`config.mk`:
```
export PLATFORM = sky130hd
export DESIGN_NAME = pipe_ctrl
export DESIGN_NICKNAME = d
export VERILOG_FILES = /design/src/hdl/rv_ctrl_pkg.sv /design/src/hdl/pipe_ctrl.sv /design/src/hdl/wb_ctrl.sv /design/src/hdl/exec_ctrl.sv /design/src/hdl/alu_decode.sv /design/src/hdl/decode_ctrl.sv
export SDC_FILE = /design/constraint.sdc
export NUM_CORES = 1
export LEC_CHECK = 0
export ABC_AREA = 1
export BUFFER_PORTS_ARGS = -buffer_cell sky130_fd_sc_hd__buf_2
export CORE_MARGIN = 3
export CORE_UTILIZATION = 45
export CTS_CLUSTER_DIAMETER = 100
export CTS_CLUSTER_SIZE = 16
export DETAILED_ROUTE_END_ITERATION = 16
export MAX_ROUTING_LAYER = met4
export PLACE_DENSITY = 0.75
export RECOVER_POWER = 50
export REMOVE_ABC_BUFFERS = 1
export SYNTH_ARGS = -nofsm -noshare
export SYNTH_HDL_FRONTEND = slang
export SYNTH_SLANG_ARGS = --single-unit
```
`constraint.sdc`:
```
create_clock -name clk -period 1.44 [get_ports clk]
set_clock_uncertainty 0.15 [all_clocks]
set_input_delay 0.432 -clock clk [delete_from_list [all_inputs] [get_ports clk]]
set_output_delay 0.432 -clock clk [all_outputs]
set_load 0.005 [all_outputs]
```
`src/hdl/rv_ctrl_pkg.sv`:
```
package rv_ctrl_pkg;

  typedef logic [31:0] inst_t;

  localparam inst_t NOP_INST = 32'h0000_0013; // addi x0, x0, 0

  // Major opcode, instruction bits 6:2
  typedef enum logic [4:0] {
    OPC_LOAD   = 5'b00000,
    OPC_ARI_I  = 5'b00100,
    OPC_AUIPC  = 5'b00101,
    OPC_STORE  = 5'b01000,
    OPC_ARI_R  = 5'b01100,
    OPC_LUI    = 5'b01101,
    OPC_BRANCH = 5'b11000,
    OPC_JALR   = 5'b11001,
    OPC_JAL    = 5'b11011
  } opcode_e;

  typedef enum logic [2:0] {
    F3_BEQ  = 3'b000,
    F3_BNE  = 3'b001,
    F3_BLT  = 3'b100,
    F3_BGE  = 3'b101,
    F3_BLTU = 3'b110,
    F3_BGEU = 3'b111
  } branch_fn_e;

  typedef enum logic [2:0] {
    F3_LB  = 3'b000,
    F3_LH  = 3'b001,
    F3_LW  = 3'b010,
    F3_LBU = 3'b100,
    F3_LHU = 3'b101
  } load_fn_e;

  typedef enum logic [3:0] {
    ALU_ADD, ALU_SUB, ALU_AND, ALU_OR, ALU_XOR, ALU_SLL,
    ALU_SRL, ALU_SRA, ALU_SLT, ALU_SLTU, ALU_PASS_B
  } alu_op_e;

  typedef enum logic [1:0] {FWD_RF, FWD_ALU, FWD_MEM} fwd_sel_e;

  typedef enum logic [1:0] {A_RS1, A_PC, A_MEM} a_sel_e;

  typedef enum logic [1:0] {WB_MEM, WB_ALU, WB_PC4} wb_sel_e;

  typedef enum logic [2:0] {LDX_W, LDX_HU, LDX_HS, LDX_BU, LDX_BS} ldx_e;

  typedef enum logic [1:0] {PC_RESET, PC_JAL, PC_PLUS4, PC_ALU} pc_sel_e;

  typedef struct packed {
    logic fwd_rs1; // Read port 1 bypass from WF
    logic fwd_rs2; // Read port 2 bypass from WF
  } d_ctrl_t;

  typedef struct packed {
    alu_op_e  alu_op;
    logic     b_imm;     // B operand is the immediate
    logic     br_un;     // Unsigned compare
    a_sel_e   a_sel;
    fwd_sel_e fwd_a;
    fwd_sel_e fwd_b;
    fwd_sel_e store_fwd; // Store data source
    logic     br_taken;
  } x_ctrl_t;

  typedef struct packed {
    logic    rf_we;
    wb_sel_e wb_sel;
    ldx_e    ldx_sel;
  } wb_ctrl_t;

  function automatic logic [4:0] rd_of(input inst_t i);
    return i[11:7];
  endfunction

  function automatic logic [4:0] rs1_of(input inst_t i);
    return i[19:15];
  endfunction

  function automatic logic [4:0] rs2_of(input inst_t i);
    return i[24:20];
  endfunction

  function automatic opcode_e opc_of(input inst_t i);
    return opcode_e'(i[6:2]);
  endfunction

  function automatic logic [2:0] f3_of(input inst_t i);
    return i[14:12];
  endfunction

  // True when the instruction produces a register result worth bypassing
  function automatic logic writes_rd(input inst_t i);
    return (opc_of(i) != OPC_STORE) && (opc_of(i) != OPC_BRANCH) && (rd_of(i) != 5'd0);
  endfunction

endpackage
```
`src/hdl/pipe_ctrl.sv`:
```
`timescale 1ns/1ps

module pipe_ctrl (
  input  logic                  clk,
  input  logic                  rst,
  input  rv_ctrl_pkg::inst_t    inst,
  input  logic                  br_eq,
  input  logic                  br_lt,
  output rv_ctrl_pkg::d_ctrl_t  d_ctrl,
  output rv_ctrl_pkg::x_ctrl_t  x_ctrl,
  output rv_ctrl_pkg::wb_ctrl_t wb_ctrl,
  output rv_ctrl_pkg::pc_sel_e  pc_sel
);
  import rv_ctrl_pkg::*;

  inst_t x_inst;
  inst_t wf_inst;
  logic  redirect;

  always_ff @(posedge clk) begin
    if (rst) begin
      x_inst  <= NOP_INST;
      wf_inst <= NOP_INST;
    end else begin
      x_inst  <= redirect ? NOP_INST : inst; // Squash the wrong-path fetch
      wf_inst <= x_inst;
    end
  end

  decode_ctrl u_decode_ctrl (
    .rst      (rst),
    .inst     (inst),
    .wf_inst  (wf_inst),
    .redirect (redirect),
    .d_ctrl   (d_ctrl),
    .pc_sel   (pc_sel)
  );

  exec_ctrl u_exec_ctrl (
    .x_inst   (x_inst),
    .wf_inst  (wf_inst),
    .br_eq    (br_eq),
    .br_lt    (br_lt),
    .x_ctrl   (x_ctrl),
    .redirect (redirect)
  );

  wb_ctrl u_wb_ctrl (
    .wf_inst (wf_inst),
    .wb_ctrl (wb_ctrl)
  );

  // A redirect in X must leave a bubble behind it
  a_flush: assert property (@(posedge clk) disable iff (rst)
    redirect |=> (x_inst == NOP_INST))
    else $error("x_inst not flushed after redirect");

endmodule

```
`src/hdl/wb_ctrl.sv`:
```
`timescale 1ns/1ps

module wb_ctrl (
  input  rv_ctrl_pkg::inst_t    wf_inst,
  output rv_ctrl_pkg::wb_ctrl_t wb_ctrl
);
  import rv_ctrl_pkg::*;

  logic    we;
  wb_sel_e src;
  ldx_e    ldx;

  always_comb begin
    we  = 1'b0;
    src = WB_ALU;
    ldx = LDX_W;
    case (opc_of(wf_inst))
      OPC_ARI_R, OPC_ARI_I, OPC_AUIPC, OPC_LUI: begin
        we = 1'b1;
      end
      OPC_LOAD: begin
        we  = 1'b1;
        src = WB_MEM;
        case (load_fn_e'(f3_of(wf_inst)))
          F3_LB:   ldx = LDX_BS;
          F3_LH:   ldx = LDX_HS;
          F3_LBU:  ldx = LDX_BU;
          F3_LHU:  ldx = LDX_HU;
          default: ldx = LDX_W;
        endcase
      end
      OPC_JAL, OPC_JALR: begin
        we  = 1'b1;
        src = WB_PC4; // Link address
      end
      default: begin
        we = 1'b0; // Store, branch, unknown
      end
    endcase
  end

  always_comb begin
    wb_ctrl.rf_we   = we && (rd_of(wf_inst) != 5'd0);
    wb_ctrl.wb_sel  = src;
    wb_ctrl.ldx_sel = ldx;
  end

endmodule

```
`src/hdl/exec_ctrl.sv`:
```
`timescale 1ns/1ps

module exec_ctrl (
  input  rv_ctrl_pkg::inst_t   x_inst,
  input  rv_ctrl_pkg::inst_t   wf_inst,
  input  logic                 br_eq,
  input  logic                 br_lt,
  output rv_ctrl_pkg::x_ctrl_t x_ctrl,
  output logic                 redirect
);
  import rv_ctrl_pkg::*;

  opcode_e    x_opc;
  opcode_e    wf_opc;
  logic [4:0] wf_rd;
  logic       wf_wr;
  fwd_sel_e   wf_src;
  alu_op_e    alu_op;
  logic       b_imm;
  logic       br_un;
  fwd_sel_e   fwd_a;
  fwd_sel_e   fwd_b;
  fwd_sel_e   store_fwd;
  a_sel_e     a_sel;
  logic       br_taken;

  assign x_opc  = opc_of(x_inst);
  assign wf_opc = opc_of(wf_inst);
  assign wf_rd  = rd_of(wf_inst);
  assign wf_wr  = writes_rd(wf_inst);
  assign wf_src = (wf_opc == OPC_LOAD) ? FWD_MEM : FWD_ALU; // Load data or ALU result

  alu_decode u_alu_decode (
    .x_inst (x_inst),
    .alu_op (alu_op),
    .b_imm  (b_imm),
    .br_un  (br_un)
  );

  always_comb begin
    fwd_a     = (wf_wr && wf_rd == rs1_of(x_inst)) ? wf_src : FWD_RF;
    fwd_b     = (wf_wr && wf_rd == rs2_of(x_inst)) ? wf_src : FWD_RF;
    store_fwd = FWD_RF;
    if (x_opc == OPC_STORE && wf_wr && wf_rd == rs2_of(x_inst)) begin
      store_fwd = wf_src; // Store data produced one ahead
    end
  end

  always_comb begin
    if (x_opc == OPC_BRANCH || x_opc == OPC_JAL || x_opc == OPC_AUIPC) begin
      a_sel = A_PC;
    end else if (x_opc == OPC_STORE && wf_opc == OPC_LOAD && wf_wr &&
                 wf_rd == rs1_of(x_inst)) begin
      a_sel = A_MEM; // Base address from the load in WF
    end else begin
      a_sel = A_RS1;
    end
  end

  always_comb begin
    br_taken = 1'b0;
    if (x_opc == OPC_BRANCH) begin
      case (f3_of(x_inst))
        F3_BEQ:           br_taken = br_eq;
        F3_BNE:           br_taken = !br_eq;
        F3_BLT, F3_BLTU:  br_taken = br_lt;
        F3_BGE, F3_BGEU:  br_taken = !br_lt || br_eq;
        default:          br_taken = 1'b0;
      endcase
    end
  end

  assign redirect = br_taken || (x_opc == OPC_JALR);

  always_comb begin
    x_ctrl.alu_op    = alu_op;
    x_ctrl.b_imm     = b_imm;
    x_ctrl.br_un     = br_un;
    x_ctrl.a_sel     = a_sel;
    x_ctrl.fwd_a     = fwd_a;
    x_ctrl.fwd_b     = fwd_b;
    x_ctrl.store_fwd = store_fwd;
    x_ctrl.br_taken  = br_taken;
  end

  always_comb begin
    if (wf_rd == 5'd0) begin
      a_no_fwd_x0: assert final (fwd_a == FWD_RF && fwd_b == FWD_RF &&
                                 store_fwd == FWD_RF && a_sel != A_MEM)
        else $error("forward select active for x0 in WF");
    end
  end

endmodule

```
`src/hdl/alu_decode.sv`:
```
`timescale 1ns/1ps

module alu_decode (
  input  rv_ctrl_pkg::inst_t   x_inst,
  output rv_ctrl_pkg::alu_op_e alu_op,
  output logic                 b_imm,
  output logic                 br_un
);
  import rv_ctrl_pkg::*;

  // funct3 to operation for both R-type and I-type
  function automatic alu_op_e arith_op(
    input logic [2:0] f3,
    input logic       alt,
    input logic       r_type
  );
    case (f3)
      3'b000:  return (alt && r_type) ? ALU_SUB : ALU_ADD; // No subi
      3'b001:  return ALU_SLL;
      3'b010:  return ALU_SLT;
      3'b011:  return ALU_SLTU;
      3'b100:  return ALU_XOR;
      3'b101:  return alt ? ALU_SRA : ALU_SRL;
      3'b110:  return ALU_OR;
      default: return ALU_AND;
    endcase
  endfunction

  logic [2:0] f3;
  logic       alt;

  assign f3  = f3_of(x_inst);
  assign alt = x_inst[30]; // Picks sub and sra

  always_comb begin
    alu_op = ALU_ADD; // Address and PC arithmetic
    b_imm  = 1'b1;
    br_un  = 1'b0;
    case (opc_of(x_inst))
      OPC_ARI_R: begin
        alu_op = arith_op(f3, alt, 1'b1);
        b_imm  = 1'b0;
      end
      OPC_ARI_I: begin
        alu_op = arith_op(f3, alt, 1'b0);
      end
      OPC_LUI: begin
        alu_op = ALU_PASS_B;
      end
      OPC_BRANCH: begin
        br_un = (f3 == F3_BLTU) || (f3 == F3_BGEU);
      end
      default: begin
        alu_op = ALU_ADD;
      end
    endcase
  end

endmodule

```
`src/hdl/decode_ctrl.sv`:
```
`timescale 1ns/1ps

module decode_ctrl (
  input  logic                 rst,
  input  rv_ctrl_pkg::inst_t   inst,
  input  rv_ctrl_pkg::inst_t   wf_inst,
  input  logic                 redirect,
  output rv_ctrl_pkg::d_ctrl_t d_ctrl,
  output rv_ctrl_pkg::pc_sel_e pc_sel
);
  import rv_ctrl_pkg::*;

  logic       wf_wr;
  logic [4:0] wf_rd;

  assign wf_wr = writes_rd(wf_inst);
  assign wf_rd = rd_of(wf_inst);

  // Two-cycle hazard where WF writes back while D reads the file
  always_comb begin
    d_ctrl.fwd_rs1 = wf_wr && (wf_rd == rs1_of(inst));
    d_ctrl.fwd_rs2 = wf_wr && (wf_rd == rs2_of(inst));
  end

  always_comb begin
    if (rst) begin
      pc_sel = PC_RESET;
    end else if (redirect) begin
      pc_sel = PC_ALU; // Taken branch or jalr in X
    end else if (opc_of(inst) == OPC_JAL) begin
      pc_sel = PC_JAL;
    end else begin
      pc_sel = PC_PLUS4;
    end
  end

  always_comb begin
    if (!rst) begin
      a_no_reset_pc: assert final (pc_sel != PC_RESET)
        else $error("pc_sel selects reset vector outside reset");
    end
  end

endmodule

```
=== Word level (Yosys, flattened, before mapping) ===
Index checks and enable logic that the tools add are counted.

* Multiplexer cells: 22
* Eq/ne operators: 31
* Reductions and logical operators: 28

{| class="wikitable"
|+ Operators by type and width
! kind !! number
|-
| $pmux 4 s7 || 2
|-
| $eq 5x5->1 const B || 6
|-
| $eq 5x4->1 const B || 5
|-
| $eq 5x3->1 const B || 4
|-
| $eq 5x5->1 || 4
|-
| $eq 3x3->1 const B || 6
|-
| $mux 2 || 9
|-
| $logic_and 1x1->1 || 12
|-
| $pmux 3 s4 || 1
|-
| $pmux 4 s3 || 1
|-
| $reduce_or 2->1 || 4
|-
| $reduce_or 7->1 || 1
|-
| $eq 3x1->1 const B || 2
|-
| $eq 3x2->1 const B || 2
|-
| $logic_not 3->1 || 2
|-
| $mux 1 || 6
|-
| $logic_not 5->1 || 1
|-
| $logic_or 1x1->1 || 5
|-
| $ne 5x4->1 const B || 1
|-
| $ne 5x5->1 const B || 1
|-
| $reduce_bool 5->1 || 1
|-
| $pmux 1 s4 || 1
|-
| $pmux 2 s2 || 1
|-
| $mux 3 || 1
|-
| $logic_not 1->1 || 2
|}

* Output and inout bits: 25
* Word-level logic and storage cells: 83
* Flip-flop bits (word level): 46
* Input port bits: 36

=== Longest topological paths before layout ===
Gate-level depths: netlist of run 1.

* Word-level depth: 7
* Mapped depth: 8
* Depth with buffers taken out: 8

=== By module ===
A second synthesis of run 1 with hierarchy kept.

* Cell total of the unflattened synthesis: 417
* Area total of the unflattened synthesis: 2914.0 um2

{| class="wikitable"
|+ By module, submodules not included
! module !! area an instance (um2) !! times used !! cells each !! seq. area each (um2)
|-
| pipe_ctrl || 1913.1 || 1 || 200 || 1281.2
|-
| exec_ctrl || 452.9 || 1 || 90 || 0.0
|-
| decode_ctrl || 249.0 || 1 || 58 || 0.0
|-
| alu_decode || 152.6 || 1 || 36 || 0.0
|-
| wb_ctrl || 146.4 || 1 || 33 || 0.0
|}

=== Worst setup path before layout of run 1 ===
Ideal clock, no wire load.

* Path kind: reg-to-output
* From: reg wf_inst[2]
* To: out wb_ctrl[2] (netlist name)
* Data required time: 858 ps
* Path slack: -142 ps
* Path buffers: 0
* Arrival time: 1000 ps
* Cell stages (with the launch flop): 5
* Path through: dfxtp_1 nor2_1 nand3_1 or2_2 nor3_1

{| class="wikitable"
|+ RTL lines
! item !! line !! text
|-
| from (decl) || pipe_ctrl.sv:17 || <nowiki>inst_t wf_inst;</nowiki>
|-
| from (signal assigned) || pipe_ctrl.sv:26 || <nowiki>wf_inst <= x_inst;</nowiki>
|-
| to (decl) || pipe_ctrl.sv:11 || <nowiki>output rv_ctrl_pkg::wb_ctrl_t wb_ctrl,</nowiki>
|}

==> results of run 1 <==
## through the flow
stage	std cells	cell area (sq um)	hold slack [ns]	utilization, %	power, mW
after global routing	406	3068	0.1936	81.35	2.510
final	406	3068	0.1943	81.35	2.407
after floorplan	239	1757	0.2383	-	1.321
after CTS	400	2834	0.2056	75.15	2.284
after detailed placement	381	2405	0.2416	63.77	1.515
after global placement	381	2405	0.2421	63.77	1.502
## synthesized netlist by cell type (all sizes together)
library cell | instances | share of area [%]
o211ai | 1 | 0.41
nor3 | 6 | 1.6
or2 | 2 | 0.69
o31ai | 1 | 0.41
nand4 | 6 | 2.1
o221ai | 1 | 0.48
nor2 | 55 | 15
nor3b | 1 | 0.41
a211oi | 1 | 0.41
o21ai | 3 | 0.82
buf | 9 | 3.6
nand3 | 18 | 5.6
xnor2 | 11 | 5.3
clkbuf | 1 | 0.21
dfxtp | 37 | 41
nand2 | 30 | 6.7
nand3b | 1 | 0.41
inv | 58 | 12
o22ai | 1 | 0.34
xor2 | 6 | 2.9
## worst register-to-register path: stages, from the launching register on
cell	delay, ns
dfxtp_4	0.36
nor2_4	0.21
nand2_4	0.09
nor2_4	0.10
nand2_4	0.08
buf_6	0.12
buf_6	0.11
buf_6	0.11
nand3_4	0.09
buf_12	0.14
buf_16	0.12
nor2_2	0.04
## repair_timing
action	CTS	global route
resized for setup	68	46
buffers inserted	9	8
gates cloned	3	0
hold buffers	0	0
endpoints found under the hold margin	0	0
setup endpoints to repair	44	48
pin swaps	24	21
## flip-flops by register name, summed over array words and instances (netlist names)
register and flops:
x_inst 24, wf_inst 13
## logic make-up (layout without fill, tap and decap cells)
group | count (synthesis) | count (layout) | synth area share, %
buffers and inverters | 68 | 177 | 15.69
AOI/OAI and AO/OA | 8 | 8 | 2.879
DFF | 37 | 37 | 40.58
xor gates and xnor gates | 17 | 17 | 8.156
and+or+nand+nor | 119 | 119 | 32.69
## power groups by stage
stage	combinational (mW)	clock [mW]	sequential (mW)
final	0.570	0.719	1.12
after global routing	0.613	0.775	1.12
after CTS	0.468	0.701	1.11
after detailed placement	0.381	0	1.13
after global placement	0.370	0	1.13
after floorplan	0.189	0	1.13
## path summary, 6_finish.rpt
check	from	slack [ns]	cells after the start	to
max reg2reg	x_inst[2]	-0.37	11	x_inst[8]
min reg2reg	x_inst[8]	0.26	2	wf_inst[8]
min	inst[14]	0.19	3	x_inst[14]
max	wf_inst[10]	-0.65	7	wb_ctrl[5]
## cell type report
| type | count | area [sq um] |
|---|---|---|
| Clock buffer | 6 | 72.57 |
| Clock inverter | 2 | 15.01 |
| Fill cell | 208 | 703.2 |
| Inverter | 58 | 222.7 |
| Multi-Input combinational cell | 144 | 1084 |
| Sequential cell | 37 | 780.7 |
| Tap cell | 48 | 60.06 |
| Timing Repair Buffer | 111 | 833.3 |
## layer usage
metal	share of wire, %	wire length, um	global-route usage [%]
met2	53	3280	40.15
met4	3.9	242	9.787
met1	38	2354	24.20
met5	0	0	-
met3	5.7	356	3.623
==> impl_metrics.tcl, run 1 <==
set metrics [dict create \
    power.share.clock_pct 29.9 \
    grt_usage_pct 22.37 \
    grt_pass1_vias 1875 \
    cp-start-kind "register" \
    final_common_cell "buf_2" \
    final-hold-violation-count 0 \
    clockRootBuffer "clkbuf_8" \
    grt_pass1_wl_mm 8.390 \
    finalSetupTns_ns -19.79 \
    status "complete, but fails checks" \
    antenna_found_initial 0 \
    worstPathCellList "nor2_2 -> nand3b_1 -> buf_4 -> buf_4 -> o21ai_0 -> inv_1 -> buf_2" \
    synth_warnings 0 \
    p_switching_uw 714.1 \
    drc_errors 0 \
    fmax_mhz 478.5 \
    coreArea_sq_mm 0.003771 \
    yosysUniqueCellTypes 28 \
    path_delay_family "buffers and inverters" \
    p_seq_share_pct 46.5 \
    slowest_stage "dfxtp_4" \
    die_w_um 69.69 \
    rsz0062_at_grt "true" \
    crit_required_ns 0.86 \
    start_util_pct 48.41 \
    drive_above_1_share_pct 60.34 \
    grt_start_max_net_pins 14 \
    critPathMaxStageDelay_ns 0.36 \
    swShare_pct 29.67 \
    dr.pass1.iters 4 \
    critical_path_arrival_ns 1.51 \
    clock_latency_ns 0.30 \
    drtIter0Drc 90 \
    cts.sink_count 37 \
    crit_buf_inv 4 \
    setup_ws_ns -0.6500 \
    n_antenna_cell 0 \
    power.internal_mw 1.693 \
    finalSetupViolCount 49 \
    vias_per_cell 4.786 \
    violations "setup timing" \
    avgRoutedWirePerCell_um 15.35 \
    hp-class "input port to register" \
    ys_seq_area_share_pct 40.58 \
    final_nets 393 \
    worstSetupEndpointType "primary output" \
    leakage_nw 1.597 \
    cts_tree "done" \
    critical_path_class "register to primary output" \
    clkTransAtPathRegs_ns 0.07 \
    synthCells 249 \
    rows 22 \
    h-tree-depth 2 \
    slew-limit-headroom_pct 58.32 \
    syn-cell-area_sq_mm 0.001826 \
    cts_buffer_depth 2 \
    wirelength_mm 6.234 \
    portBuffers 52 \
    die_area_sq_mm 0.004857 \
    io-pin-count 61 \
    vias 1943 \
    finalMaxSlewViolations 0 \
    cellPowerDensity_mw_per_mm2 784.6 \
    dp_hpwl_mm 2.940 \
    mostFrequentLayoutCells "buf_2 (50), inv_1 (45), buf_4 (40)" \
    syn_area_per_cell_sq_um 7.331 \
    place_ws_ns -0.3620 \
    cap_violations 0 \
    yosys_register_bits 37 \
    overflow 0 \
    cts_buffers 5 \
    syn2layout_area_growth_pct 68.06 \
    routabilityCongestion 0.8232 \
    die_h_um 69.69 \
    tightestPinTransition_ns 0.6251 \
    min_period_ns 2.090 \
    finalCritPeriodShare_pct 145.1 \
    path_max_fanout 3 \
    peakVddDrop_mv 0.9027 \
    pwr-share-comb_pct 23.7 \
    cp_common_cell "buf_4" \
    antenna_left 0 \
]
Power figures use the tool's default switching activity.
==> run 2, diff against run 1 <==
- BUFFER_PORTS_ARGS: -buffer_cell sky130_fd_sc_hd__buf_2 -> unset
- CORE_UTILIZATION: 45 -> 55
- DONT_BUFFER_PORTS: unset -> 1
- PLACE_DENSITY: 0.75 -> 0.73
==> impl_metrics.tcl, run 2 (synthesized netlist as in run 1, its figures left out) <==
set metrics [dict create \
    cts_tree "done" \
    final-hold-violation-count 0 \
    crit_required_ns 0.86 \
    io-pin-count 61 \
    clockRootBuffer "clkbuf_4" \
    dr.max_layer_used "met4" \
    leakage_nw 1.302 \
    routabilityCongestion 0.8152 \
    finalCritPeriodShare_pct 149.1 \
    largest-register "x_inst" \
    antenna_found_initial 0 \
    cts_buffers 5 \
    antenna_left 0 \
    critical_path_arrival_ns 1.56 \
    overflow 0 \
    portBuffers 0 \
    top_regs "x_inst x24, wf_inst x13" \
    dp_cells 311 \
    final_nets 325 \
    finalMaxSlewViolations 0 \
    dp_hpwl_mm 2.726 \
    clkTransAtPathRegs_ns 0.11 \
    fmax_mhz 465.8 \
    final_common_cell "inv_1" \
    worstSetupEndpointType "primary output" \
    status "complete, but fails checks" \
    grt_pass1_vias 1693 \
    avgRoutedWirePerCell_um 19.86 \
    largest_reg_flops 24 \
    wirelength_met1_mm 2.500 \
    vias 1886 \
    rows 20 \
    coreArea_sq_mm 0.003103 \
    setup_ws_ns -0.7067 \
    report.power.total_mw 2.287 \
    hp-class "input port to register" \
    grt_start_max_net_pins 12 \
    peakVddDrop_mv 0.6652 \
    vias_per_cell 5.647 \
    critical_path_class "register to primary output" \
    met2_length_mm 3.289 \
    start_util_pct 58.83 \
    cts_buffer_depth 2 \
    n_antenna_cell 0 \
    grt_pass1_wl_mm 8.100 \
    finalSetupTns_ns -14.58 \
    tightestPinTransition_ns 0.3833 \
    clock_latency_ns 0.35 \
    slew-limit-headroom_pct 74.36 \
    syn2layout_area_growth_pct 52.30 \
    cp-start-kind "register" \
    layoutNonFillerInstCount 334 \
    die_area_sq_mm 0.004046 \
    grt_usage_pct 26.66 \
    cap_violations 0 \
    drtIter0Drc 161 \
    die_w_um 63.61 \
    dr.pass1.iters 4 \
    drive_above_1_share_pct 55.52 \
    violations "setup timing" \
    die_h_um 63.61 \
    cts.sink_count 37 \
    h-tree-depth 2 \
    rsz0062_at_grt "true" \
    mostFrequentLayoutCells "inv_1 (44), buf_4 (22), nor2_1 (20), dfxtp_1 (20), nand2_1 (19)" \
    drc_errors 0 \
    cellPowerDensity_mw_per_mm2 822.6 \
    met3_length_um 497 \
    min_period_ns 2.147 \
    wirelength_mm 6.633 \
    finalSetupViolCount 48 \
    path_max_fanout 4 \
]
-- run 2: routing by layer --
| metal | vias to the layer above | global-route usage, % |
|---|---|---|
| met1 | 921 | 29.44 |
| met4 | 0 | 7.817 |
| met2 | 113 | 46.54 |
| met3 | 33 | 7.487 |
| met5 | - | - |
| li1 | 819 | - |
-- run 2: worst paths after layout --
kind,endpoint,from,slack [ns],depth (start not counted)
min reg2reg,wf_inst[7],x_inst[7],0.27,2
max,x_ctrl[1],wf_inst[10],-0.71,5
min,wf_inst[4],rst,0.03,1
max reg2reg,x_inst[2],x_inst[2],-0.11,8
-- run 2: layout make-up --
type | count | area (sq um)
Tap cell | 44 | 55.05
Timing Repair Buffer | 43 | 425.4
Fill cell | 131 | 322.8
Clock buffer | 7 | 65.06
Multi-Input combinational cell | 144 | 1217
Sequential cell | 37 | 779.5
Inverter | 58 | 232.7
Clock inverter | 1 | 5.005
-- run 2: repair_timing --
| action | CTS | global route |
|---|---|---|
| hold buffers | 1 | 1 |
| pin swaps | 26 | 18 |
| buffers inserted | 10 | 8 |
| hold endpoints to repair | 8 | 4 |
| endpoints found under the setup margin | 48 | 49 |
| gates resized for setup | 91 | 52 |
-- run 2: worst max-delay path, stage by stage, from the launching register on --
cell	delay (ns)
dfxtp_2	0.35
buf_6	0.13
xor2_1	0.14
nor2_1	0.23
nand4_1	0.21
nor2_2	0.14
-- run 2: stage by stage --
| stage | setup WS (ns) | hold WS [ns] | utilization, % | area [sq um] |
|---|---|---|---|---|
| floorplan | -0.1419 | 0.2383 | - | 1757 |
| global placement | -0.1852 | 0.2410 | 66.37 | 2059 |
| detailed placement | -0.2083 | 0.2469 | 66.37 | 2059 |
| CTS | -0.5250 | 0.001412 | 81.49 | 2529 |
| global route | -0.7721 | 0.01649 | 89.60 | 2780 |
| finish | -0.7067 | 0.02706 | 89.60 | 2780 |
-- run 2: power breakdown --
group	total [mW]	switching (mW)	internal [mW]
Sequential	1.13	0.0568	1.07
Clock	0.632	0.350	0.283
Combinational	0.526	0.291	0.235
Total	2.29	0.697	1.59
